File: src/riscv_pkg.sv
/*
 * RV32I core package
 * Widths, opcode values, ALU and branch encodings and the stage structs
 */
`default_nettype none

package riscv_pkg;

  localparam int XLEN        = 32;
  localparam int NB_REG_BITS = 5;

  typedef logic [XLEN-1:0]        xlen_t;
  typedef logic [NB_REG_BITS-1:0] reg_adr_t;
  typedef logic [31:0]            instr_t;

  // --------------------------------------------------
  // Opcode field values
  // --------------------------------------------------
  localparam logic [6:0] OPC_OP     = 7'b0110011;
  localparam logic [6:0] OPC_OP_IMM = 7'b0010011;
  localparam logic [6:0] OPC_LUI    = 7'b0110111;
  localparam logic [6:0] OPC_AUIPC  = 7'b0010111;
  localparam logic [6:0] OPC_JAL    = 7'b1101111;
  localparam logic [6:0] OPC_JALR   = 7'b1100111;
  localparam logic [6:0] OPC_BRANCH = 7'b1100011;

  typedef enum logic [3:0] {
    ALU_ADD, ALU_SUB, ALU_AND, ALU_OR, ALU_XOR,
    ALU_SLT, ALU_SLTU, ALU_SLL, ALU_SRL, ALU_SRA
  } alu_op_e;

  // ALWAYS covers JAL and JALR
  typedef enum logic [2:0] {
    BR_NONE, BR_EQ, BR_NE, BR_LT, BR_GE, BR_LTU, BR_GEU, BR_ALWAYS
  } branch_cond_e;

  // --------------------------------------------------
  // Stage registers
  // --------------------------------------------------
  typedef struct packed {
    logic   valid;
    xlen_t  pc;
    instr_t instr;
  } fetch_t;

  typedef struct packed {
    logic         valid;
    xlen_t        pc;
    reg_adr_t     rd;
    logic         rd_wr;
    xlen_t        op_a;
    xlen_t        op_b;
    alu_op_e      alu_op;
    branch_cond_e br_cond;
    xlen_t        rs1_val;
    xlen_t        rs2_val;
    xlen_t        imm;
    logic         is_jalr;
  } dec_t;

  // valid means the instruction retired
  typedef struct packed {
    logic     valid;
    xlen_t    pc;
    logic     wr;
    reg_adr_t rd;
    xlen_t    data;
  } wbk_t;

endpackage

`default_nettype wire

File: src/regfile.sv
/*
 * Register file
 * x1..x31, two combinational read ports, one write port from writeback
 */
`timescale 1ns/10ps
`default_nettype none

module regfile (
  input  wire logic            clk,
  input  wire logic            reset_n,
  input  riscv_pkg::reg_adr_t  rs1_adr_i,
  input  riscv_pkg::reg_adr_t  rs2_adr_i,
  output riscv_pkg::xlen_t     rs1_data_o,
  output riscv_pkg::xlen_t     rs2_data_o,
  input  riscv_pkg::wbk_t      wbk_i
);

  // No storage behind x0
  riscv_pkg::xlen_t regs_q [1:31];

  always_ff @(posedge clk, negedge reset_n) begin
    if (!reset_n) begin
      for (int i = 1; i < 32; i++) begin
        regs_q[i] <= '0;
      end
    end else if (wbk_i.valid && wbk_i.wr && wbk_i.rd != '0) begin
      regs_q[wbk_i.rd] <= wbk_i.data;
    end
  end

  assign rs1_data_o = (rs1_adr_i == '0) ? '0 : regs_q[rs1_adr_i];
  assign rs2_data_o = (rs2_adr_i == '0) ? '0 : regs_q[rs2_adr_i];

  // Decode never flags a write to x0, which keeps forwarded x0 reads at zero
  a_no_x0_write : assert property (@(posedge clk) disable iff (!reset_n)
    wbk_i.valid && wbk_i.wr |-> wbk_i.rd != '0);

endmodule

`default_nettype wire

File: config.mk
export PLATFORM = sky130hd
export DESIGN_NAME = regfile
export DESIGN_NICKNAME = d
export VERILOG_FILES = /design/src/riscv_pkg.sv /design/src/regfile.sv
export SDC_FILE = /design/constraint.sdc
export NUM_CORES = 2
export LEC_CHECK = 0
export BUFFER_PORTS_ARGS = -buffer_cell sky130_fd_sc_hd__buf_2
export CELL_PAD_IN_SITES_DETAIL_PLACEMENT = 0
export CELL_PAD_IN_SITES_GLOBAL_PLACEMENT = 2
export CORE_UTILIZATION = 50
export CTS_CLUSTER_DIAMETER = 60
export DETAILED_ROUTE_END_ITERATION = 10
export HOLD_SLACK_MARGIN = 0.12
export MAX_ROUTING_LAYER = met4
export PLACE_DENSITY = 0.86
export REMOVE_ABC_BUFFERS = 1
export SETUP_SLACK_MARGIN = 0.02
export SLEW_MARGIN = 30
export SYNTH_ARGS = -nofsm -noshare
export SYNTH_HDL_FRONTEND = slang
export SYNTH_SLANG_ARGS = --single-unit
File: constraint.sdc
create_clock -name clk -period 3 [get_ports clk]
set_input_delay 0.15 -clock clk [delete_from_list [all_inputs] [get_ports clk]]
set_output_delay 0.15 -clock clk [all_outputs]
set_load 0.01 [all_outputs]
* Yosys cells after proc, flatten, opt, wreduce, memory -nomap -nowiden
Index checks and enable logic that the tools add are counted.
** Operators by class
- Order comparisons :: 4
- Mux-type cells :: 11
- Bitwise operators :: 3
- Reductions and logical operators :: 6
** Operator list (count)
- $bwmux W992 :: 1
- $bmux W32 S5 :: 2
- $mux W32 :: 7
- $demux W32 S5 :: 1
- $ge A6 B6 Y1 const B :: 3
- $not A5 Y6 :: 3
- $logic_not A5 Y1 :: 2
- $lt A6 B1 Y1 const B :: 1
- $reduce_bool A5 Y1 :: 1
- $logic_and A1 B1 Y1 :: 3
** Storage, ports and cells
- Register bits :: 992
- Bits of input ports :: 83
- Output and inout bits :: 64
- Logic and storage cells :: 55

* Longest topological paths before layout
- Depth in word-level cells :: 6
- Mapped depth :: 9
- Mapped depth without buffers :: 4

* Least setup slack after synthesis
OpenSTA, ideal clock, no wires.
- Path kind :: input to output
- Start :: input rs1_adr_i[0]
- End :: output rs1_data_o[15]
- Data arrival time :: 1786 ps
- Required time :: 2850 ps
- Slack :: 1064 ps
- Stages :: 7
- Buffers on the path :: 4
- Path through :: buf_2 -> buf_2 -> buf_4 -> buf_2 -> mux4_2 -> o211ai_1 -> o211ai_1
** On the way
- Cells in the longest elaborated chain, start to end :: 5
- Elaborated cells between the ends (all ways) :: 6
- Those cells by class :: mux: 4; bitwise: 1; reduce/logical: 1
** RTL lines
- start: declaration :: line regfile.sv:11 : input riscv_pkg::reg_adr_t rs1_adr_i,
- $not A5 Y6 (not written as such) :: line regfile.sv:31 : assign rs1_data_o = (rs1_adr_i == '0) ? '0 : regs_q[rs1_adr_i];
- $bmux W32 S5 :: line regfile.sv:31
- $mux W32 (not written as such) (2 in a row) :: line regfile.sv:31
- $mux W32 * :: line regfile.sv:31
- end: declaration :: line regfile.sv:13 : output riscv_pkg::xlen_t rs1_data_o,
Every way passes the cells marked *; elsewhere a longest branch is shown, timed or not. The select of a mux whose other input is x is not followed.

* Final worst setup path
- Start :: register regs_q[927] in the netlist's numbering
- End :: output rs2_data_o[31]
** On the way
- Cells in the longest elaborated chain, start to end :: 4
** RTL lines
- start: declaration :: line regfile.sv:19 : riscv_pkg::xlen_t regs_q [1:31];
- start signal: indexed assignment :: line regfile.sv:27 : regs_q[wbk_i.rd] <= wbk_i.data;
- $bmux W32 S5 :: line regfile.sv:32 : assign rs2_data_o = (rs2_adr_i == '0) ? '0 : regs_q[rs2_adr_i];
- $mux W32 (not written as such) (2 in a row) :: line regfile.sv:32
- $mux W32 :: line regfile.sv:32
- end: declaration :: line regfile.sv:14 : output riscv_pkg::xlen_t rs2_data_o,
No other way between the ends. The select of a mux whose other input is x is not followed.

==> metrics.txt <==
Final Cycle Share=0.900; DRT antenna net count=0; synthesized area=53500 um2; post-CTS resize count=0; crit path capture type=output port; CTS tree=done; kind of critical path=reg2out; unrepaired setup endpoints after global routing=false; Netlist cell types=51; share of total power in the clock network=0.388; Starting Density=0.506; largest net degree at the start of global routing=126; Final Routed Wirelength=between 150000 and 200000 um; Tightest Hold Check Type=in2async; area of the core=106000 um2; status=finished with violations; failing checks=DRC; Avg Synthesized Cell Area=14.9 um2; top flop regs=regs_q x992; relative slew slack=0.306; WL per Instance=32.9 um; Final GP Congestion=0.855; cts bufs inserted=114; Residual DRC=18; via count of the first global-routing pass=around 38000; Slew Limit Fails=0; total gr overflow=0; Pwr Density=roughly 620 nW/um2; NetSw=9.99 mW; combinational power share=0.172; Die X=329 um; Crit path required time=2850 ps; vias per cell=6.85; asr flop ratio synth=1.00; post-synthesis cell count=3605; Int Power=between 20 and 30 mW; Fin. Hold Viols=0; TritonRoute pass-1 iters=11; maximum VDD drop=0.000553 V; Tot Pwr=around 38 mW; post-DP HPWL=about 100000 um; Root Driver=clkbuf_16; GRT Total Usage=0.328; setup violators final=0; H-tree levels=3; row cnt=around 120; PortBufs=114; critical path arrival=between 2000 and 3000 ps; register area share after synthesis=0.464; Worst Tran Pin Value=1040 ps; switching part of the total=0.266; Max Freq=370 MHz; clk sinks=around 1000; Yosys reg bits=992; Die Height=329 um; DRT iter0 DRCs=3307; layout cells sized above 1=0.521; Lkg Pwr=27.4 nW; Post-CTS Setup Bufs=0; clk slew on worst S/H paths=60 ps; Largest register FFs=around 990; DR vias=35400; Yosys Warn Count=0; nets=3749; Biggest register=regs_q; Post-synth EDFFs=0; clock skew=0 ps; Top FF cell, synth=dfrtp_1; CP startpoint kind=flop; Layout area overhead=13.3%; register share of total power=0.441; Placed Instances=4905; worst skew pair latency=720 ps; maxcap violations=0; Tmin final=approximately 2700 ps; CP max FO=3; full die area=108000 um2; first-pass GRT wire length=253000 um; Finished Core Util=0.574; initial antenna violation count=11; clock buffer depth=3; Post-Layout Cell Count=around 5200; count of pins on the block boundary=147
-- placed cells by master (no fill, tap or decap), types with 28 or more instances in the layout --
cell type	count
dfrtp_1	992
mux2i_1	273
buf_2	105
buf_4	137
mux4_2	379
dlygate4sd3_1	35
mux2_4	30
o31a_1	28
mux2_2	1021
a221oi_1	41
o211ai_1	36
nor2b_1	35
nor3_1	30
buf_12	49
a22oi_1	98
clkbuf_16	115
and3_1	28
-- synth_stat cells (all sizes together) (10+ instances only) --
master | number | area, um2
a2111oi | 10 | 87.6
a221o | 19 | 190
a221oi | 41 | 359
a22oi | 98 | 736
and3 | 28 | 175
buf | 216 | 1170
clkbuf | 173 | 649
dfrtp | 992 | 24800
mux2 | 1065 | 12100
mux2i | 273 | 2730
mux4 | 379 | 8540
nand2 | 14 | 55.1
nand3 | 15 | 75.1
nor2 | 37 | 141
nor2b | 39 | 244
nor3 | 36 | 200
o211ai | 36 | 270
o22a | 18 | 158
o22ai | 16 | 100
o31a | 28 | 245
or3 | 10 | 67.6
-- kinds of logic after synthesis --
family | Yosys count | synth area share
and+or+nand+nor | 201 | 0.0208
AOI/OAI and AO/OA | 297 | 0.0444
buffers and inverters | 398 | 0.0346
muxes | 1717 | 0.437
DFF | 992 | 0.464
-- worst max-delay path, cell delays in order, from the launching register on --
cell and delay (ps):
dfrtp_1 390, mux2i_1 160, o22ai_1 90, a2111oi_0 750
a211oi_1 100, buf_4 210, buf_2 140
-- worst paths after layout --
path / from / end / slack (ps) / cells past startpoint
min in group clk: wbk_i[33] / regs_q[774]$_DFFE_PN0P_ / 190 / 3
min reg2reg: regs_q[178]$_DFFE_PN0P_ / regs_q[178]$_DFFE_PN0P_ / 510 / 1
max in group asynchronous: reset_n / regs_q[100]$_DFFE_PN0P_ / 1950 / 4
max: regs_q[927]$_DFFE_PN0P_ / rs2_data_o[31] / 300 / 6
min: reset_n / regs_q[58]$_DFFE_PN0P_ / 160 / 3
max reg2reg: regs_q[960]$_DFFE_PN0P_ / regs_q[960]$_DFFE_PN0P_ / 2170 / 1
-- metal layers --
layer,part of all wire,up-vias,track usage
met4,0.044,0,0.129
met2,0.47,1674,0.496
met1,0.40,19100,0.435
li1,-,14100,-
met3,0.082,451,0.0673
met5,0,-,-
-- power groups by stage --
stage | logic (mW) | registers, mW | clock network, mW
floorplan | 4.17 | 16.2 | 0
CTS | 6.45 | 16.5 | 14.8
global route | 6.87 | 16.8 | 15.3
global placement | 6.17 | 16.5 | 0
detailed placement | 6.38 | 16.7 | 0
finish | 6.45 | 16.6 | 14.6
-- repair_timing --
action / in CTS / in global routing
hold buffers: 36 / 0
hold endpoints to repair: 1730 / 0
setup endpoints to repair: 0 / 0
-- through the flow --
stage | setup slack [ps] | hold WS, ps | TNS (ps) | area (um2)
finish | 300 | 157 | 0 | 60700
CTS | 322 | 124 | 0 | 60700
global route | 282 | 164 | 0 | 60700
global placement | 473 | 106 | 0 | 56300
floorplan | -180 | -146 | -11490 | 51700
detailed placement | 424 | 122 | 0 | 56300
-- layout make-up --
class	instances	area, um2
inverters	9	33.8
clock inverters	46	652
flip-flops and latches	992	24800
repair buffers	334	3010
clock buffers	164	3280
multi-input cells	2215	27100
fillers	8139	45000
well taps	1391	1740
diodes	9	22.5
(Power assumes the default switching activity.)
