===== config.mk =====
export PLATFORM = sky130hd
export DESIGN_NAME = execute
export DESIGN_NICKNAME = d
export VERILOG_FILES = /design/src/riscv_pkg.sv /design/src/execute.sv
export SDC_FILE = /design/constraint.sdc
export NUM_CORES = 1
export LEC_CHECK = 0
export BUFFER_PORTS_ARGS = -buffer_cell sky130_fd_sc_hd__buf_2
export CORE_MARGIN = 2
export CORE_UTILIZATION = 38
export CTS_CLUSTER_DIAMETER = 100
export DETAILED_ROUTE_END_ITERATION = 16
export GPL_TIMING_DRIVEN = 1
export REMOVE_ABC_BUFFERS = 1
export SLEW_MARGIN = 40
export SYNTH_ARGS = -nofsm -noshare
export SYNTH_HDL_FRONTEND = slang
export SYNTH_SLANG_ARGS = --single-unit

===== constraint.sdc =====
create_clock -name clk -period 13.3 [get_ports clk]
set_input_delay 1.33 -clock clk [delete_from_list [all_inputs] [get_ports clk]]
set_output_delay 1.33 -clock clk [all_outputs]
set_load 0.05 [all_outputs]

===== src/riscv_pkg.sv =====
/*
 * RV32I core package
 * Widths, opcode values, ALU and branch encodings and the stage structs
 */
`default_nettype none

package riscv_pkg;

  localparam int XLEN        = 32;
  localparam int NB_REG_BITS = 5;

  typedef logic [XLEN-1:0]        xlen_t;
  typedef logic [NB_REG_BITS-1:0] reg_adr_t;
  typedef logic [31:0]            instr_t;

  // --------------------------------------------------
  // Opcode field values
  // --------------------------------------------------
  localparam logic [6:0] OPC_OP     = 7'b0110011;
  localparam logic [6:0] OPC_OP_IMM = 7'b0010011;
  localparam logic [6:0] OPC_LUI    = 7'b0110111;
  localparam logic [6:0] OPC_AUIPC  = 7'b0010111;
  localparam logic [6:0] OPC_JAL    = 7'b1101111;
  localparam logic [6:0] OPC_JALR   = 7'b1100111;
  localparam logic [6:0] OPC_BRANCH = 7'b1100011;

  typedef enum logic [3:0] {
    ALU_ADD, ALU_SUB, ALU_AND, ALU_OR, ALU_XOR,
    ALU_SLT, ALU_SLTU, ALU_SLL, ALU_SRL, ALU_SRA
  } alu_op_e;

  // ALWAYS covers JAL and JALR
  typedef enum logic [2:0] {
    BR_NONE, BR_EQ, BR_NE, BR_LT, BR_GE, BR_LTU, BR_GEU, BR_ALWAYS
  } branch_cond_e;

  // --------------------------------------------------
  // Stage registers
  // --------------------------------------------------
  typedef struct packed {
    logic   valid;
    xlen_t  pc;
    instr_t instr;
  } fetch_t;

  typedef struct packed {
    logic         valid;
    xlen_t        pc;
    reg_adr_t     rd;
    logic         rd_wr;
    xlen_t        op_a;
    xlen_t        op_b;
    alu_op_e      alu_op;
    branch_cond_e br_cond;
    xlen_t        rs1_val;
    xlen_t        rs2_val;
    xlen_t        imm;
    logic         is_jalr;
  } dec_t;

  // valid means the instruction retired
  typedef struct packed {
    logic     valid;
    xlen_t    pc;
    logic     wr;
    reg_adr_t rd;
    xlen_t    data;
  } wbk_t;

endpackage

`default_nettype wire


===== src/execute.sv =====
/*
 * Execute stage
 * ALU, branch resolution, writeback register and redirect pulse
 */
`timescale 1ns/10ps
`default_nettype none

module execute (
  input  wire logic         clk,
  input  wire logic         reset_n,
  input  riscv_pkg::dec_t   dec_i,
  output riscv_pkg::wbk_t   exe_fwd_o,
  output riscv_pkg::wbk_t   wbk_o,
  output logic              redirect_v_o,
  output riscv_pkg::xlen_t  redirect_pc_o
);

  riscv_pkg::xlen_t alu_res;
  riscv_pkg::xlen_t jalr_sum;
  riscv_pkg::xlen_t target;
  logic             taken;
  riscv_pkg::wbk_t  wbk_q;
  logic             redirect_v_q;
  riscv_pkg::xlen_t redirect_pc_q;

  // --------------------------------------------------
  // ALU
  // --------------------------------------------------
  always_comb begin
    case (dec_i.alu_op)
      riscv_pkg::ALU_SUB:  alu_res = dec_i.op_a - dec_i.op_b;
      riscv_pkg::ALU_AND:  alu_res = dec_i.op_a & dec_i.op_b;
      riscv_pkg::ALU_OR:   alu_res = dec_i.op_a | dec_i.op_b;
      riscv_pkg::ALU_XOR:  alu_res = dec_i.op_a ^ dec_i.op_b;
      riscv_pkg::ALU_SLT:  alu_res = riscv_pkg::xlen_t'($signed(dec_i.op_a) < $signed(dec_i.op_b));
      riscv_pkg::ALU_SLTU: alu_res = riscv_pkg::xlen_t'(dec_i.op_a < dec_i.op_b);
      riscv_pkg::ALU_SLL:  alu_res = dec_i.op_a << dec_i.op_b[4:0];
      riscv_pkg::ALU_SRL:  alu_res = dec_i.op_a >> dec_i.op_b[4:0];
      riscv_pkg::ALU_SRA:  alu_res = $signed(dec_i.op_a) >>> dec_i.op_b[4:0];
      default:             alu_res = dec_i.op_a + dec_i.op_b;
    endcase
  end

  // --------------------------------------------------
  // Branch resolution
  // --------------------------------------------------
  always_comb begin
    case (dec_i.br_cond)
      riscv_pkg::BR_EQ:     taken = dec_i.rs1_val == dec_i.rs2_val;
      riscv_pkg::BR_NE:     taken = dec_i.rs1_val != dec_i.rs2_val;
      riscv_pkg::BR_LT:     taken = $signed(dec_i.rs1_val) < $signed(dec_i.rs2_val);
      riscv_pkg::BR_GE:     taken = $signed(dec_i.rs1_val) >= $signed(dec_i.rs2_val);
      riscv_pkg::BR_LTU:    taken = dec_i.rs1_val < dec_i.rs2_val;
      riscv_pkg::BR_GEU:    taken = dec_i.rs1_val >= dec_i.rs2_val;
      riscv_pkg::BR_ALWAYS: taken = 1'b1;
      default:              taken = 1'b0;
    endcase
  end

  assign jalr_sum = dec_i.rs1_val + dec_i.imm;
  assign target   = dec_i.is_jalr ? {jalr_sum[31:1], 1'b0} : dec_i.pc + dec_i.imm;

  // The slot right behind a taken branch is dead
  assign exe_fwd_o.valid = dec_i.valid && !redirect_v_q;
  assign exe_fwd_o.pc    = dec_i.pc;
  assign exe_fwd_o.wr    = dec_i.rd_wr;
  assign exe_fwd_o.rd    = dec_i.rd;
  assign exe_fwd_o.data  = (dec_i.br_cond == riscv_pkg::BR_ALWAYS)
                         ? dec_i.pc + riscv_pkg::xlen_t'(4) : alu_res;

  always_ff @(posedge clk, negedge reset_n) begin
    if (!reset_n) begin
      wbk_q        <= '0;
      redirect_v_q <= 1'b0;
    end else begin
      wbk_q        <= exe_fwd_o;
      redirect_v_q <= exe_fwd_o.valid && taken;
    end
  end

  always_ff @(posedge clk) begin
    redirect_pc_q <= target;
  end

  assign wbk_o         = wbk_q;
  assign redirect_v_o  = redirect_v_q;
  assign redirect_pc_o = redirect_pc_q;

  // Both shadow slots are squashed, so redirects lie at least three cycles apart
  a_redirect_pulse : assert property (@(posedge clk) disable iff (!reset_n)
    redirect_v_o |-> !$past(redirect_v_o) && !$past(redirect_v_o, 2));

endmodule

`default_nettype wire


### Word level (Yosys, flattened, before mapping)

Index checks and enable logic that the tools add are counted.

| storage, ports and cells | value |
|---|---|
| input port bits | 209 |
| logic and storage cells | 50 |
| bits in registers | 104 |
| output and inout bits | 175 |

| operators by class | value |
|---|---|
| bitwise logic cells | 3 |
| multiplexer cells | 4 |
| $add $sub $neg | 5 |
| shift-type cells | 3 |
| eq/ne operators | 18 |
| reduce and logical (&&, ||, !) cells | 3 |
| magnitude comparators | 6 |

Operator list:

| kind | count |
|---|---|
| 32-bit case mux with 9 select lines | 1 |
| 32-bit < comparator | 4 |
| 32-bit adder | 3 |
| 32-bit >= comparator | 2 |
| 32-bit 2-to-1 mux | 2 |
| 32-bit by 3-bit adder with 32-bit output, second input constant | 1 |
| 32-bit AND | 1 |
| 32-bit equality test | 1 |
| 32-bit != test | 1 |
| 32-bit OR | 1 |
| 32-bit by 5-bit << shifter with 32-bit output | 1 |
| 32-bit by 5-bit right shift with 32-bit output | 1 |
| 32-bit by 5-bit >>> shifter with 32-bit output | 1 |
| 32-bit subtractor | 1 |
| 32-bit XOR | 1 |
| 4-bit by 3-bit equality test with 1-bit output, second input constant | 4 |
| 3-bit equality test, second input constant | 4 |
| 4-bit by 2-bit equality test with 1-bit output, second input constant | 2 |
| 4-bit equality test, second input constant | 2 |
| 1-bit case mux with 7 select lines | 1 |
| 3-bit by 2-bit equality test with 1-bit output, second input constant | 2 |
| 4-bit by 1-bit equality test with 1-bit output, second input constant | 1 |
| 3-bit by 1-bit equality test with 1-bit output, second input constant | 1 |
| 1-bit logical AND | 2 |
| 1-bit zero test | 1 |

### Logic depth before layout (Yosys ltp)

| depth | value |
|---|---|
| word-level depth | 3 |
| mapped depth | 18 |
| gate-level depth less buffers | 15 |

### Least setup slack after synthesis

No wires, ideal clock.

| timing | value |
|---|---|
| kind | input -> output |
| start | input port dec_i[106] (netlist name) |
| end | output port exe_fwd_o[20] (netlist name) |
| buffers on the path | 5 |
| arrival time | 5.979 ns |
| path slack | 5.991 ns |
| cell stages on the path | 18 |
| data required time | 11.970 ns |
| cell sequence | clkbuf_1 -> inv_1 -> buf_2 -> buf_1 -> clkbuf_1 -> ha_1 -> buf_2 -> nor2b_2 -> o21ai_0 -> a2111oi_0 -> o31a_1 -> a21oi_1 -> o31ai_1 -> a211oi_1 -> o21ai_1 -> xnor2_1 -> a221oi_1 -> o31ai_1 |

RTL lines:

| element | RTL line | RTL |
|---|---|---|
| start, declared | execute.sv:11 | `input riscv_pkg::dec_t dec_i,` |
| end, declared | execute.sv:12 | `output riscv_pkg::wbk_t exe_fwd_o,` |

==> impl_metrics.csv <==
group,metric,value,unit
worst_setup_path,end_kind,"output pin",
grt,grt_use_met2,0.505,
placed_design,gp_congestion,0.985,
timing,min_period_over_period,0.572,
power_and_ir_drop,power,1610,uW
cts,cts_hold_buf,0,
route,vias,17483,
worst_setup_path,critPathMaxStageDelay,0.65,ns
grt,grt_antenna_before_repair,0,
timing,tightest_slew,0.821,ns
logic_synthesis,synth_area,0.0159,mm2
power_and_ir_drop,power.density,88.5,mW/mm2
route,viasPerCell,5.99,
power_and_ir_drop,p_leak,0.00852,uW
layout,nNetsFinal,2783,
cts,h-tree-depth,3,
placed_design,io_buffers,383,
route,drt_iter0_drc,1480,
route,wirelength,67.1,mm
floorplanning,num_io_pins,384,
logic_synthesis,yosysUniqueCellTypes,80,
worst_setup_path,crit_arrival,6.27,ns
timing,max_freq,132,MHz
timing,slew_viol_final,0,
grt,met3_usage,0.0298,
route,dr.pass1.iters,6,
worst_setup_path,path_max_fanout,47,
route,ant_nets,0,
logic_synthesis,async_flop_share,0.692,
power_and_ir_drop,max-vdd-ir-drop,0.0597,mV
logic_synthesis,syn_inst,2121,
layout,stdcell_count,2917,
logic_synthesis,synth_edf_count,0,
cts,postCtsSetupRepairBufs,0,
cts,worstSkewPairLatency,0.37,ns
worst_setup_path,ff2ff_setup_slack,12.05,ns
timing,fin_crit,7.60,ns
logic_synthesis,ys_seq_area_frac,0.153,
cts,clk_pin_slew,0.07,ns
outcome,outcome,"finished, final reports clean",
cts,cts_max_path_buffers,2,
timing,max_slew_margin,0.451,
floorplanning,core_area,0.0411,mm2
floorplanning,die_w,209,um
cts,numCtsBuffers,9,
floorplanning,dieArea,0.0435,mm2
cts,root_buffer,"clkbuf_16",
placed_design,dpl.cell_count,2900,
timing,hold_viol_final,0,
grt,grt_pass1_wl,101,mm
timing,rsz0062_at_grt,"false",
logic_synthesis,yosys_warnings,0,
grt,gr-usage-met1,0.403,
route,drc,0,
layout,syn_to_final_growth,14.4,%
timing,skew,0.000591,ns
timing,setup_viol,0,
cts,cts_tree,"built",
run,cap_violations,0,
worst_setup_path,startpoint_type,"input port",
floorplanning,num_rows,74,
logic_synthesis,synthFlopType,"dfrtp_1",
grt,grt_overflow,0,
grt,grt_util_all_layers,0.298,
floorplanning,initial_core_util,0.387,
cts,cts_sinks,104,
worst_setup_path,setup.worst_path.class,"in -> out",
min_path,holdCritPathClass,"reg -> reg",
worst_setup_path,cp_cell_sequence,"buf_2 > buf_4 > clkinv_1 > ha_1 > nor2_1 > o21ai_0 > a2111oi_0 > o31a_1 > a21oi_1 > o31ai_1 > a211oi_1 > o21ai_1 > xnor2_1 > a221oi_1 > o31ai_1 > buf_2",
timing,fin_setup_tns,0,ns
cts,cts_resized,0,
worst_setup_path,crit_path_top_delay_cell,"clkinv_1",
logic_synthesis,synth-seq-cells,104,
route,routedWlPerCell,23.0,um
grt,busiest_layer,"met2",
worst_setup_path,cp_data_required_time,11.97,ns
logic_synthesis,avgSynthCellArea,7.51,um2
placed_design,place_hpwl,54.1,mm
grt,grt_pass1_vias,16763,
floorplanning,die_y,209,um
layout,drive_gt1_frac,0.207,
grt,grt_max_degree,66,
==> registers in the layout, indices dropped and copies added (netlist names) <==
| register | count |
|---|---|
| wbk_o | 71 |
| redirect_pc_o | 32 |
| redirect_v_o | 1 |
==> critical path, delay by kind of cell <==
kind | cells | cell delay [ns]
AOI/OAI and AO/OA | 9 | 2.52
xor gates and xnor gates | 1 | 0.14
adders and majority gates | 1 | 0.59
buffers and inverters | 4 | 1.51
and+or+nand+nor | 1 | 0.15
==> through the flow <==
stage	cell area [um2]	hold slack, ns	util	setup slack [ns]
after global routing	18200	0.536	0.443	5.40
after CTS	18200	0.528	0.443	5.78
after floorplan	15200	1.03	-	6.30
final	18200	0.524	0.443	5.70
after global placement	17900	0.513	0.436	5.90
after detailed placement	17900	0.524	0.436	5.79
==> cell usage after synthesis (39+ instances only) <==
| cell | count | area share |
|---|---|---|
| buf_4 | 42 | 0.020 |
| o21ai_0 | 171 | 0.054 |
| nand2_1 | 173 | 0.041 |
| a21oi_1 | 208 | 0.065 |
| a21o_1 | 47 | 0.022 |
| ha_1 | 191 | 0.15 |
| inv_1 | 138 | 0.033 |
| dfrtp_1 | 72 | 0.11 |
| nor2_1 | 207 | 0.049 |
| xnor2_1 | 44 | 0.024 |
| a211oi_1 | 39 | 0.018 |
| mux2i_1 | 45 | 0.028 |
| nand3_1 | 41 | 0.013 |
| clkbuf_1 | 83 | 0.020 |
| xor2_1 | 40 | 0.022 |
==> metal layers <==
metal,share of wire,routed length (um)
met4,0.024,1580
met2,0.47,31700
met1,0.44,29600
met5,0,0
met3,0.063,4260
==> final cells by class <==
class / count / area (um2)
Fill cell: 4337 / 22900
Inverter: 141 / 529
Timing Repair Buffer: 402 / 2070
Clock buffer: 10 / 239
Multi-Input combinational cell: 1721 / 12200
Clock inverter: 6 / 52.6
Antenna cell: 1 / 2.50
Sequential cell: 104 / 2440
Tap cell: 532 / 666
==> cells by family after synthesis <==
family	Yosys count	share of synthesized area
xor gates and xnor gates	84	0.0462
and+or+nand+nor	612	0.177
AOI/OAI and AO/OA	735	0.298
DFF	104	0.153
adders and majority gates	195	0.155
muxes	95	0.0898
buffers and inverters	296	0.0806
==> power by group <==
part	total (uW)	internal [uW]	switching [uW]
registers	370	358	12.2
logic	974	290	684
clock network	268	135	133
total	1610	782	829
==> cells in the final DEF (no fill, tap or decap), types with 13 or more instances in the layout <==
cell	count
a211o_1	13
a211oi_1	39
a21o_1	47
a21oi_1	208
a221oi_1	19
a22oi_1	20
a31oi_1	16
and3_1	19
buf_2	381
buf_4	20
dfrtp_1	72
dfxtp_1	32
ha_1	191
inv_1	138
mux2_2	13
mux2i_1	44
mux4_2	37
nand2_1	173
nand2b_1	26
nand3_1	41
nand4_1	19
nor2_1	207
nor2b_1	28
nor3_1	35
o211ai_1	21
o21ai_0	170
o21bai_1	26
o22ai_1	16
o31ai_1	16
or3_1	17
xnor2_1	44
xor2_1	40
==> worst paths after layout <==
| kind | cells after the start | from | endpoint |
|---|---|---|---|
| max | 16 | dec_i[108] | exe_fwd_o[20] |
| min | 1 | redirect_v_o | wbk_o[70] |
| max reg2reg | 3 | redirect_v_o | redirect_v_o |
| min reg2reg | 1 | redirect_v_o | wbk_o[70] |
| max in group asynchronous | 2 | reset_n | wbk_o[59] |
| min in group asynchronous | 1 | reset_n | wbk_o[0] |
(Power assumes the default switching activity.)
