## src/riscv_pkg.sv

```systemverilog
/*
 * RV32I core package
 * Widths, opcode values, ALU and branch encodings and the stage structs
 */
`default_nettype none

package riscv_pkg;

  localparam int XLEN        = 32;
  localparam int NB_REG_BITS = 5;

  typedef logic [XLEN-1:0]        xlen_t;
  typedef logic [NB_REG_BITS-1:0] reg_adr_t;
  typedef logic [31:0]            instr_t;

  // --------------------------------------------------
  // Opcode field values
  // --------------------------------------------------
  localparam logic [6:0] OPC_OP     = 7'b0110011;
  localparam logic [6:0] OPC_OP_IMM = 7'b0010011;
  localparam logic [6:0] OPC_LUI    = 7'b0110111;
  localparam logic [6:0] OPC_AUIPC  = 7'b0010111;
  localparam logic [6:0] OPC_JAL    = 7'b1101111;
  localparam logic [6:0] OPC_JALR   = 7'b1100111;
  localparam logic [6:0] OPC_BRANCH = 7'b1100011;

  typedef enum logic [3:0] {
    ALU_ADD, ALU_SUB, ALU_AND, ALU_OR, ALU_XOR,
    ALU_SLT, ALU_SLTU, ALU_SLL, ALU_SRL, ALU_SRA
  } alu_op_e;

  // ALWAYS covers JAL and JALR
  typedef enum logic [2:0] {
    BR_NONE, BR_EQ, BR_NE, BR_LT, BR_GE, BR_LTU, BR_GEU, BR_ALWAYS
  } branch_cond_e;

  // --------------------------------------------------
  // Stage registers
  // --------------------------------------------------
  typedef struct packed {
    logic   valid;
    xlen_t  pc;
    instr_t instr;
  } fetch_t;

  typedef struct packed {
    logic         valid;
    xlen_t        pc;
    reg_adr_t     rd;
    logic         rd_wr;
    xlen_t        op_a;
    xlen_t        op_b;
    alu_op_e      alu_op;
    branch_cond_e br_cond;
    xlen_t        rs1_val;
    xlen_t        rs2_val;
    xlen_t        imm;
    logic         is_jalr;
  } dec_t;

  // valid means the instruction retired
  typedef struct packed {
    logic     valid;
    xlen_t    pc;
    logic     wr;
    reg_adr_t rd;
    xlen_t    data;
  } wbk_t;

endpackage

`default_nettype wire

```

## src/decode.sv

```systemverilog
/*
 * Decode stage
 * Field split, immediates, operand selection with forwarding, decode register
 */
`timescale 1ns/10ps
`default_nettype none

module decode (
  input  wire logic            clk,
  input  wire logic            reset_n,
  input  riscv_pkg::fetch_t    fetch_i,
  input  wire logic            redirect_v_i,
  output riscv_pkg::reg_adr_t  rs1_adr_o,
  output riscv_pkg::reg_adr_t  rs2_adr_o,
  input  riscv_pkg::xlen_t     rs1_data_i,
  input  riscv_pkg::xlen_t     rs2_data_i,
  input  riscv_pkg::wbk_t      exe_fwd_i,
  input  riscv_pkg::wbk_t      wbk_i,
  output riscv_pkg::dec_t      dec_o
);

  logic [6:0]          opcode;
  logic [2:0]          funct3;
  logic [6:0]          funct7;
  riscv_pkg::reg_adr_t rd;
  riscv_pkg::xlen_t    imm_i, imm_u, imm_j, imm_b;
  riscv_pkg::xlen_t    rs1_val, rs2_val;
  riscv_pkg::alu_op_e  alu_op_f3;
  logic                wr_sel;
  riscv_pkg::dec_t     dec_d, dec_q;

  assign opcode    = fetch_i.instr[6:0];
  assign rd        = fetch_i.instr[11:7];
  assign funct3    = fetch_i.instr[14:12];
  assign rs1_adr_o = fetch_i.instr[19:15];
  assign rs2_adr_o = fetch_i.instr[24:20];
  assign funct7    = fetch_i.instr[31:25];

  assign imm_i = {{20{fetch_i.instr[31]}}, fetch_i.instr[31:20]};
  assign imm_u = {fetch_i.instr[31:12], 12'b0};
  assign imm_j = {{12{fetch_i.instr[31]}}, fetch_i.instr[19:12], fetch_i.instr[20],
                  fetch_i.instr[30:21], 1'b0};
  assign imm_b = {{20{fetch_i.instr[31]}}, fetch_i.instr[7], fetch_i.instr[30:25],
                  fetch_i.instr[11:8], 1'b0};

  // --------------------------------------------------
  // Forwarding, youngest producer wins
  // --------------------------------------------------
  function automatic riscv_pkg::xlen_t fwd_value(
    input riscv_pkg::reg_adr_t adr,
    input riscv_pkg::xlen_t    rf_data,
    input riscv_pkg::wbk_t     exe,
    input riscv_pkg::wbk_t     wbk
  );
    if (exe.valid && exe.wr && exe.rd == adr) return exe.data;
    if (wbk.valid && wbk.wr && wbk.rd == adr) return wbk.data;
    return rf_data;
  endfunction

  // wr is never set for x0, so x0 falls through to the regfile
  assign rs1_val = fwd_value(rs1_adr_o, rs1_data_i, exe_fwd_i, wbk_i);
  assign rs2_val = fwd_value(rs2_adr_o, rs2_data_i, exe_fwd_i, wbk_i);

  always_comb begin
    case (funct3)
      3'b000:  alu_op_f3 = (opcode == riscv_pkg::OPC_OP && funct7[5]) ? riscv_pkg::ALU_SUB
                                                                       : riscv_pkg::ALU_ADD;
      3'b001:  alu_op_f3 = riscv_pkg::ALU_SLL;
      3'b010:  alu_op_f3 = riscv_pkg::ALU_SLT;
      3'b011:  alu_op_f3 = riscv_pkg::ALU_SLTU;
      3'b100:  alu_op_f3 = riscv_pkg::ALU_XOR;
      3'b101:  alu_op_f3 = funct7[5] ? riscv_pkg::ALU_SRA : riscv_pkg::ALU_SRL;
      3'b110:  alu_op_f3 = riscv_pkg::ALU_OR;
      default: alu_op_f3 = riscv_pkg::ALU_AND;
    endcase
  end

  always_comb begin
    dec_d.valid   = fetch_i.valid;
    dec_d.pc      = fetch_i.pc;
    dec_d.rd      = rd;
    dec_d.op_a    = rs1_val;
    dec_d.op_b    = rs2_val;
    dec_d.alu_op  = riscv_pkg::ALU_ADD;
    dec_d.br_cond = riscv_pkg::BR_NONE;
    dec_d.rs1_val = rs1_val;
    dec_d.rs2_val = rs2_val;
    dec_d.imm     = imm_i;
    dec_d.is_jalr = 1'b0;
    wr_sel        = 1'b0;
    case (opcode)
      riscv_pkg::OPC_OP: begin
        wr_sel       = 1'b1;
        dec_d.alu_op = alu_op_f3;
      end
      riscv_pkg::OPC_OP_IMM: begin
        wr_sel       = 1'b1;
        dec_d.alu_op = alu_op_f3;
        dec_d.op_b   = imm_i;
      end
      riscv_pkg::OPC_LUI: begin
        wr_sel     = 1'b1;
        dec_d.op_a = '0;
        dec_d.op_b = imm_u;
      end
      riscv_pkg::OPC_AUIPC: begin
        wr_sel     = 1'b1;
        dec_d.op_a = fetch_i.pc;
        dec_d.op_b = imm_u;
      end
      riscv_pkg::OPC_JAL: begin
        wr_sel        = 1'b1;
        dec_d.br_cond = riscv_pkg::BR_ALWAYS;
        dec_d.op_a    = fetch_i.pc;
        dec_d.op_b    = imm_j;
        dec_d.imm     = imm_j;
      end
      riscv_pkg::OPC_JALR: begin
        wr_sel        = 1'b1;
        dec_d.br_cond = riscv_pkg::BR_ALWAYS;
        dec_d.op_b    = imm_i;
        dec_d.is_jalr = 1'b1;
      end
      riscv_pkg::OPC_BRANCH: begin
        dec_d.imm = imm_b;
        case (funct3)
          3'b000:  dec_d.br_cond = riscv_pkg::BR_EQ;
          3'b001:  dec_d.br_cond = riscv_pkg::BR_NE;
          3'b100:  dec_d.br_cond = riscv_pkg::BR_LT;
          3'b101:  dec_d.br_cond = riscv_pkg::BR_GE;
          3'b110:  dec_d.br_cond = riscv_pkg::BR_LTU;
          3'b111:  dec_d.br_cond = riscv_pkg::BR_GEU;
          default: dec_d.br_cond = riscv_pkg::BR_NONE;
        endcase
      end
      // Anything else retires as a no-op
      default: wr_sel = 1'b0;
    endcase
    dec_d.rd_wr = wr_sel && (rd != '0);
  end

  always_ff @(posedge clk, negedge reset_n) begin
    if (!reset_n) begin
      dec_q <= '0;
    end else begin
      dec_q       <= dec_d;
      dec_q.valid <= dec_d.valid && !redirect_v_i;
    end
  end

  assign dec_o = dec_q;

endmodule

`default_nettype wire

```

## config.mk

```make
export PLATFORM = sky130hd
export DESIGN_NAME = decode
export DESIGN_NICKNAME = d
export VERILOG_FILES = /design/src/riscv_pkg.sv /design/src/decode.sv
export SDC_FILE = /design/constraint.sdc
export NUM_CORES = 1
export LEC_CHECK = 0
export BUFFER_PORTS_ARGS = -buffer_cell sky130_fd_sc_hd__buf_2
export CAP_MARGIN = 10
export CORE_AREA = 2 2 192 194
export DETAILED_ROUTE_END_ITERATION = 10
export DIE_AREA = 0 0 194 196
export SLEW_MARGIN = 20
export SYNTH_ARGS = -nofsm -noshare
export SYNTH_HDL_FRONTEND = slang
export SYNTH_SLANG_ARGS = --single-unit
```

## constraint.sdc

```tcl
create_clock -name clk -period 0.9 [get_ports clk]
set_input_delay 0.18 -clock clk [delete_from_list [all_inputs] [get_ports clk]]
set_output_delay 0.18 -clock clk [all_outputs]
set_load 0.05 [all_outputs]
```

After elaboration in Yosys (flattened, before gate mapping)

Cells that the tools add are included.

Multiplexer cells: 25
Reduce and logical (&&, ||, !) cells: 18
Equal/unequal tests: 18

Operator list:

| cell               | count |
|---|---|
| $mux 32            | 8 |
| $pmux 32 s3        | 1 |
| $pmux 32 s2        | 1 |
| $pmux 20 s2        | 1 |
| $pmux 4 s7         | 1 |
| $eq 7x7->1 const B | 3 |
| $eq 5x5->1         | 4 |
| $pmux 3 s6         | 1 |
| $eq 7x5->1 const B | 2 |
| $eq 7x6->1 const B | 2 |
| $eq 3x3->1 const B | 4 |
| $mux 1             | 10 |
| $reduce_or 2->1    | 5 |
| $logic_and 1x1->1  | 9 |
| $eq 3x2->1 const B | 2 |
| $pmux 3 s2         | 1 |
| $reduce_or 6->1    | 1 |
| $reduce_bool 5->1  | 1 |
| $mux 4             | 1 |
| $eq 3x1->1 const B | 1 |
| $logic_not 3->1    | 1 |
| $logic_not 1->1    | 1 |

Word-level logic and storage cells: 73
Bits in registers: 196
Output and inout port bits: 217

Logic depth before layout (Yosys ltp)

Gate-level depths: netlist (run 1).

Depth in word-level cells: 7
Gate-level depth with buffers: 9
Mapped depth without buffers: 5

Worst setup path after synthesis (run 1)

Ideal clock, no wire load.

Path type: input-to-reg
From: input port fetch_i[3] (netlist bit)
To: register dec_q, in the netlist dec_o[126]
Slack: -0.912 ns
Stages on the path: 7
Required time: 0.774 ns
Data arrival time: 1.686 ns
Path through: buf_6 or4_4 buf_6 o211a_1 buf_6 buf_6 a221o_1

RTL lines:

| element            | RTL line     | RTL |
|---|---|---|
| start: declaration | decode.sv:11 | `input riscv_pkg::fetch_t fetch_i,` |
| end: declaration   | decode.sv:30 | `riscv_pkg::dec_t dec_d, dec_q;` |

==> results.yml, run 1 <==
timing:
  final-hold-violation-count: 0
  setup_viol: 343
  fin_crit_sh_pct: 158
  worst-slew-pin-transition_ns: 0.346
  relSlewSlack_pct: 76.7
  layout_setup_ws_ns: -0.526
  layout_min_cycle_time_ns: 1.43
  whs_ns: 0.0237
  drv_slew: 0
  max_freq_mhz: 701
  rsz0062_at_grt: "yes"
yosys:
  ys_seq_elements: 196
  dominantRegCellSynth: "dfrtp_1"
  synth.avg_cell_area_sq_um: 11.2
  ys_warn_count: 0
  yosysSeqAreaShare_pct: 60.1
  synth_area_leader_cell: "dfrtp_1"
  synth_fp_nets: 1005
  async_flop_share_pct: 100
  synthCells: 731
  netlist_top_cells_count: "dfrtp_1 (196), o21ai_0 (57), nor3_1 (52), a31oi_1 (48), clkbuf_1 (45)"
  synth_top_area_share_pct: 60.1
  synth_edf_count: 0
  synth_area_sq_mm: 0.00817
  synth_cell_types: 47
  ys_top_cells_by_area: "dfrtp_1 (60%), a31oi_1 (3.7%), a22o_1 (3.6%)"
  synth_most_common_cell: "dfrtp_1"
clock_tree:
  cts_made_buffers: 17
  cts.clk_slew.worst_paths_ns: 0.07
  clk_path_buf_depth: 2
  root_buffer: "clkbuf_16"
  htree_levels: 4
  clock_sinks: 196
  cts_tree: "built"
floorplan:
  die-area_sq_mm: 0.0380
  core.rowCount: 70
  die_x_um: 194
  core_sq_mm: 0.0361
  die_y_um: 196
  start_util_pct: 22.6
  io_pins: 491
status:
  status: "finished with violations"
  violations: "setup timing"
placement:
  dp_cells: 1720
  portBuffers: 426
  dpl_cell_area_sq_mm: 0.0133
  dp.final_hpwl_mm: 34.8
  gp_congestion: 0.898
detailed_routing:
  vias_per_cell: 4.96
  wl_mm: 48.3
  dr_total_vias: 9232
  drc: 0
  ant_nets: 0
  drt_iter0_drc: 478
  dr.pass1.iters: 5
  wl_per_cell_um: 25.9
critical_path:
  startpoint_type: "primary input"
  criticalPathCategory: "in -> reg"
  cp_max_fo: 8
  worstPathRequired_ns: 1.29
  end_kind: "flop"
  cp.arrival_ns: 1.81
global_route:
  antenna_found_initial: 13
  gr-total-overflow: 0
  grt_max_degree: 38
  grt.total_usage_pct: 24.7
  grt_pass1_wl_mm: 67.6
  grt_pass1_vias: 9867
hold_path:
  hp-class: "in -> reg"
finish:
  fin_cells: 1862
  utilization_pct: 50.3
  fin_nets: 1647
  finalInstanceArea_sq_mm: 0.0181
  drive_gt1_share_pct: 68.0
  largest_reg_flops: 196
  synthToLayoutAreaGrowth_pct: 122
pwr:
  power.leakage_nw: 7.98
  power_density_mw_per_mm2: 1430
  vdd.ir_drop.worst_mv: 1.39
flow_run:
  drv_cap: 0
## metrics by stage
step                total power [mW]  setup TNS, ns  worst slack [ns]
finish                          26.0        -103.80            -0.526
global route                    26.8        -111.87            -0.519
CTS                             25.8        -104.77            -0.502
detailed placement              15.9        -124.61             -1.02
global placement                15.8        -124.76             -1.06
floorplan                       13.3         -77.20            -0.905
## layer usage
metal,part of all wire (%),track usage [%],vias to the layer above
li1,-,-,4033
met1,41,30.6,4695
met2,49,41.7,419
met3,6.7,6.76,75
met4,2.8,8.19,10
met5,0.14,0,-
## power breakdown
part	switching [mW]	internal, mW	leakage, nW
Clock	3.75	4.54	0.307
Sequential	0.314	9.35	2.31
Combinational	4.76	3.29	5.37
Total	8.82	17.2	7.98
## worst max-delay path: stages
cell and delay [ns]:
buf_12 0.12, xnor2_4 0.17, nand4_1 0.21, buf_6 0.20, or2_4 0.34, buf_12 0.19, a31oi_4 0.20, a22o_1 0.18
## worst paths after layout
kind / startpoint / end / slack [ns] / depth (start not counted)
worst min-delay path: rs1_data_i[9] / dec_o[74]$_DFF_PN0_ / 0.02 / 3
max in group asynchronous: reset_n / dec_o[133]$_DFF_PN0_ / 0.16 / 3
min in group asynchronous: reset_n / dec_o[16]$_DFF_PN0_ / 0.18 / 2
worst max-delay path: fetch_i[17] / dec_o[152]$_DFF_PN0_ / -0.53 / 8
## layout make-up
type | instances | area [sq um]
clock buffers | 18 | 439
clock inverters | 14 | 195
inverters | 8 | 30.0
flip-flops and latches | 196 | 4910
diodes | 8 | 20.0
repair buffers | 709 | 6770
fillers | 3115 | 17900
multi-input cells | 441 | 5190
well taps | 468 | 586
## cells by family (layout without fill, tap and decap cells)
kind of cell	Yosys count	in the layout	share of synthesized area, %
other	0	8	0
AND/OR/NAND/NOR	197	200	12.6
multiplexers	9	9	1.18
buffers and inverters	97	749	6.07
AO/OA/AOI/OAI	208	208	17.5
flip-flops	196	196	60.1
XOR/XNOR	24	24	2.57
## timing repair
item	in CTS	in global routing
setup buffers	39	13
hold endpoints to repair	279	0
hold buffers	48	0
setup endpoints to repair	350	356
gates resized for setup	647	126
gates cloned	19	5
pin swaps	81	98
## cells in the final DEF (no fill, tap or decap), types with 7 or more instances in the layout
cell type      netlist  final
xnor2_4              0      9
a221oi_4             0     12
buf_2               18    191
clkbuf_16            0     21
and3_1              16     12
xnor2_2              0     10
a221o_1             12     12
buf_8                0     13
buf_4               21    144
nand2_1             19     13
o21ai_1              1     26
o21ai_0             57     12
buf_6                4    259
nand4_1             39     39
nor2_4               0     17
a22o_1              34     34
buf_16               0      8
diode_2              0      8
nand3_1             17     12
dfrtp_1            196    193
buf_12               0     40
nor2_2               0      7
o21ai_2              1     18
nor3_4               0     43
inv_1                8      8
nor3_2               1     10
o31ai_2              0      8
a31oi_4              0     47
dlygate4sd3_1        0     48
nor2_1              37     13
Power figures use the tool's default switching activity.
==> run 2: changes to the inputs <==
HOLD_SLACK_MARGIN = 0.1   (was default)
PLACE_DENSITY = 0.57   (was default)
==> run 2 against run 1 <==
  * The flow still finishes with violations (setup timing)
  * Highest routed layer unchanged
  * Final cell count grew 2.4%
  * Critical path type is now reg -> out
  * Largest power group unchanged
  * Core utilization increased by 0.72 points
  * Largest cell class unchanged
  * Cell area is 1.4% higher
  * Via count is 0.39% lower
==> results.yml, run 2 (same netlist as run 1, synthesis figures left out) <==
pwr:
  power_density_mw_per_mm2: 1390
  p_seq_share_pct: 37.8
  combPwrFrac_pct: 31.5
  total_power_mw: 25.6
  swShare_pct: 33.7
  vdd.ir_drop.worst_mv: 1.35
  power.leakage_nw: 7.97
  netSwitchingPower_mw: 8.61
  p_int_mw: 17.0
  p_clk_share_pct: 30.7
finish:
  multi_input_area_sq_mm: 0.00501
  nFillCells: 3057
  final_cell_mix: "buf_6 (262), dfrtp_1 (194), buf_2 (192)"
  fin_nets: 1693
  seq_area_sq_mm: 0.00491
  final_common_cell: "buf_6"
  utilization_pct: 51.0
  drive_gt1_share_pct: 67.1
  largest_reg_flops: 196
  synthToLayoutAreaGrowth_pct: 125
critical_path:
  cpLargestDelayFamily: "flip-flops"
  slowest_delay_ns: 0.54
  slowest_stage: "dfrtp_4"
  criticalPathCategory: "reg -> out"
  end_kind: "output port"
  crit_buf_inv: 1
  worstPathRequired_ns: 0.72
  cp_max_fo: 12
  crit_chain: "buf_4"
  startpoint_type: "flop"
  cp.arrival_ns: 1.22
timing:
  fin_crit_sh_pct: 155
  final-hold-violation-count: 0
  worst-slew-pin-transition_ns: 0.331
  rsz0062_at_grt: "yes"
  setup_viol: 341
  layout_min_cycle_time_ns: 1.40
  max_freq_mhz: 715
  layout_setup_ws_ns: -0.498
  relSlewSlack_pct: 77.8
  drv_slew: 0
detailed_routing:
  drt_iter0_drc: 616
  dr.pass1.iters: 5
  wl_mm: 46.9
  wl_per_cell_um: 24.6
  vias_per_cell: 4.82
  dr_total_vias: 9196
  drc: 0
  ant_nets: 0
clock_tree:
  cts_made_buffers: 17
  htree_levels: 4
  clk_path_buf_depth: 2
  clock_sinks: 196
  cts.clk_slew.worst_paths_ns: 0.07
  root_buffer: "clkbuf_16"
  cts_tree: "built"
floorplan:
  io_pins: 491
  start_util_pct: 22.6
  die_x_um: 194
  core_sq_mm: 0.0361
  die_y_um: 196
  core.rowCount: 70
  die-area_sq_mm: 0.0380
status:
  violations: "setup timing"
  status: "finished with violations"
placement:
  dp.final_hpwl_mm: 34.6
  gp_congestion: 0.916
  portBuffers: 426
global_route:
  gr-total-overflow: 0
  grt_pass1_wl_mm: 67.5
  grt_max_degree: 40
  grt.total_usage_pct: 24.4
  grt_pass1_vias: 9910
  antenna_found_initial: 12
flow_run:
  drv_cap: 0
hold_path:
  hp-class: "in -> reg"
## run 2: changes by cell type in the layout (fill, tap and decap cells not counted), sizes merged
cell          before  now
clkinvlp           1    3
bufinv             3    2
dlymetal6s4s       0    2
clkinv             5    1
inv               13   14
nand2             21   19
buf              655  670
diode              8    6
dlygate4sd3       48   83
clkbuf            24   22
## run 2: layer usage
metal  share of wire, %  GRT usage [%]  vias to the layer above
met3                5.8           5.69                       56
met5               0.17              0                        -
met2                 51           42.1                      339
li1                   -              -                     4099
met1                 41           30.9                     4690
met4                1.6           6.51                       12
## run 2: power by group through the flow
stage                     Combinational (mW)  Clock [mW]  Sequential, mW
after global placement                  6.13           0            9.69
after detailed placement                6.15           0            9.69
after CTS                               7.80        7.98            9.66
after global routing                    8.37        8.33            9.71
final                                   8.06        7.85            9.66
after floorplan                         1.63           0            11.7
## run 2: final timing paths
path,cells after the start,slack (ns),end,start
max in group asynchronous,3,0.22,dec_o[81]$_DFF_PN0_,reset_n
min,3,0.01,dec_o[47]$_DFF_PN0_,rs2_data_i[14]
min in group asynchronous,2,0.17,dec_o[21]$_DFF_PN0_,reset_n
max,1,-0.50,dec_o[28],dec_o[21]$_DFF_PN0_
## run 2: metrics by stage
step	hold WS [ns]	TNS [ns]	area, sq um	instances	worst slack (ns)
final	0.0110	-101.53	18400	1906	-0.498
after global routing	0.00892	-111.50	18400	1902	-0.541
after CTS	-0.0242	-102.53	17900	1886	-0.524
after detailed placement	0.0618	-121.64	13500	1726	-1.09
after global placement	0.0617	-120.83	13500	1726	-1.08
after floorplan	-0.116	-77.20	9650	731	-0.905
## run 2: cell type report
cell class,count,area share [%]
sequential,196,26.7
tap,468,3.18
clock buffer,20,2.43
inverter,8,0.163
multi-input combinational,439,27.2
clock inverter,12,0.775
antenna,6,0.0816
timing repair buffer,757,39.4
## run 2: repair_timing
item	in CTS	in global routing
cloned	11	1
buffers inserted	44	15
pin swaps	100	70
hold buffers	81	4
gates resized for setup	661	94
setup endpoints to repair	351	354
hold endpoints to repair	361	38
==> run 3: changes to the inputs <==
==> constraint.sdc (replaced) <==
create_clock -name clk -period 0.9 [get_ports clk]
set_input_delay 0.135 -clock clk [delete_from_list [all_inputs] [get_ports clk]]
set_output_delay 0.135 -clock clk [all_outputs]
set_load 0.05 [all_outputs]
==> run 3 against run 2 <==
  * The run ends with hold timing, setup timing left
  * First-iteration DRC count decreased by 25%
  * Global-route usage increased by 0.49 points
  * Combinational power grew 4.1%
  * Worst hold slack got worse by 0.018 ns
  * Core utilization up 1.3 points
  * Via count grew 1.3%
  * Wire length rose by 2.8%
  * Worst setup slack better by 0.049 ns
  * Largest power group unchanged
==> results.yml, run 3 (same netlist as run 1, synthesis figures left out) <==
status:
  status: "finished with violations"
  violations: "hold timing, setup timing"
timing:
  rsz0062_at_grt: "yes"
  relSlewSlack_pct: 73.8
  fin_crit_sh_pct: 150
  setup_viol: 343
  whs_ns: -0.00725
  final-hold-violation-count: 3
  layout_setup_ws_ns: -0.448
  max_freq_mhz: 742
  layout_min_cycle_time_ns: 1.35
  worst-slew-pin-transition_ns: 0.393
  drv_slew: 0
  fin_setup_tns_ns: -82.45
clock_tree:
  cts_tree: "built"
  root_buffer: "clkbuf_16"
  clk_path_buf_depth: 2
  htree_levels: 4
  clock_sinks: 196
  cts_made_buffers: 17
  cts.clk_slew.worst_paths_ns: 0.08
critical_path:
  slowest_stage: "dfrtp_4"
  startpoint_type: "flop"
  cpLargestDelayFamily: "flip-flops"
  cp_max_fo: 12
  crit_chain: "buf_4"
  criticalPathCategory: "reg -> out"
  crit_buf_inv: 1
  slowest_delay_ns: 0.54
  cp.arrival_ns: 1.21
  worstPathRequired_ns: 0.76
  crit_start: "dec_o[21]$_DFF_PN0_"
  end_kind: "output port"
finish:
  final_common_cell: "buf_6"
  final_cell_mix: "buf_6 (263), dfrtp_1 (195), buf_2 (193)"
  utilization_pct: 52.3
  largest_reg_flops: 196
  fin_nets: 1718
  drive_gt1_share_pct: 65.5
  synthToLayoutAreaGrowth_pct: 131
placement:
  portBuffers: 426
  gp_congestion: 0.880
  dp.final_hpwl_mm: 33.8
floorplan:
  io_pins: 491
  die_y_um: 196
  die-area_sq_mm: 0.0380
  start_util_pct: 22.6
  core_sq_mm: 0.0361
  die_x_um: 194
  core.rowCount: 70
flow_run:
  drv_cap: 0
detailed_routing:
  dr.pass1.iters: 5
  drc: 0
  vias_per_cell: 4.83
  dr_total_vias: 9316
  drt_iter0_drc: 462
  ant_nets: 0
  wl_mm: 48.2
  wl_per_cell_um: 25.0
pwr:
  total_power_mw: 25.8
  power_density_mw_per_mm2: 1370
  power.leakage_nw: 8.10
  vdd.ir_drop.worst_mv: 1.35
global_route:
  grt_pass1_vias: 10174
  antenna_found_initial: 9
  grt.total_usage_pct: 24.9
  grt_pass1_wl_mm: 69.0
  grt_max_degree: 37
  gr-total-overflow: 0
hold_path:
  hp-class: "in -> reg"
  hold_start: "rs2_data_i[15]"
## run 3: repair_timing
item                                    CTS  global route
hold buffers                            120             7
cloned                                   21             0
pin swaps                               131           103
endpoints found under the hold margin   379            32
resized for setup                       635           148
buffers inserted                         39            25
endpoints found under the setup margin  343           356
## run 3: power by group
group	leakage (nW)	internal, mW	total (mW)	switching [mW]
clock network	0.280	4.14	7.77	3.63
registers	2.31	9.35	9.65	0.299
logic	5.51	3.55	8.39	4.84
total	8.10	17.0	25.8	8.77
## run 3: metrics by stage
step | std cells | setup slack [ns] | instance area (sq um)
5_1_grt | 1925 | -0.503 | 18900
2_1_floorplan | 731 | -0.860 | 9640
4_1_cts | 1915 | -0.475 | 18200
6_report | 1929 | -0.448 | 18900
3_3_place_gp | 1708 | -0.957 | 13200
3_5_place_dp | 1708 | -0.976 | 13200
## run 3: metal layers
metal	routed length (um)	global-route usage, %	part of all wire, %	vias to the layer above
met2	24600	42.6	51	361
met5	70	0	0.15	-
met1	19700	30.9	41	4720
li1	-	-	-	4157
met4	1090	7.91	2.2	12
met3	2810	6.27	5.8	66
## run 3: layout make-up
type | count | area, sq um
Fill cell | 3051 | 17200
Timing Repair Buffer | 781 | 7570
Multi-Input combinational cell | 440 | 5180
Sequential cell | 196 | 4910
Tap cell | 468 | 586
Clock buffer | 19 | 433
Clock inverter | 13 | 149
Inverter | 8 | 30.0
Antenna cell | 4 | 10.0
## run 3: path summary, 6_finish.rpt
path	end	slack [ns]	cells past startpoint
worst max-delay path	dec_o[22]	-0.45	1
min in group asynchronous	dec_o[170]$_DFF_PN0_	0.17	2
max in group asynchronous	dec_o[81]$_DFF_PN0_	0.18	3
worst min-delay path	dec_o[48]$_DFF_PN0_	-0.007	3
## run 3: worst min-delay path: cells and delay by family
family / cells / cell delay [ns]
AO/OA/AOI/OAI: 2 / 0.14
buffers and inverters: 1 / 0.12
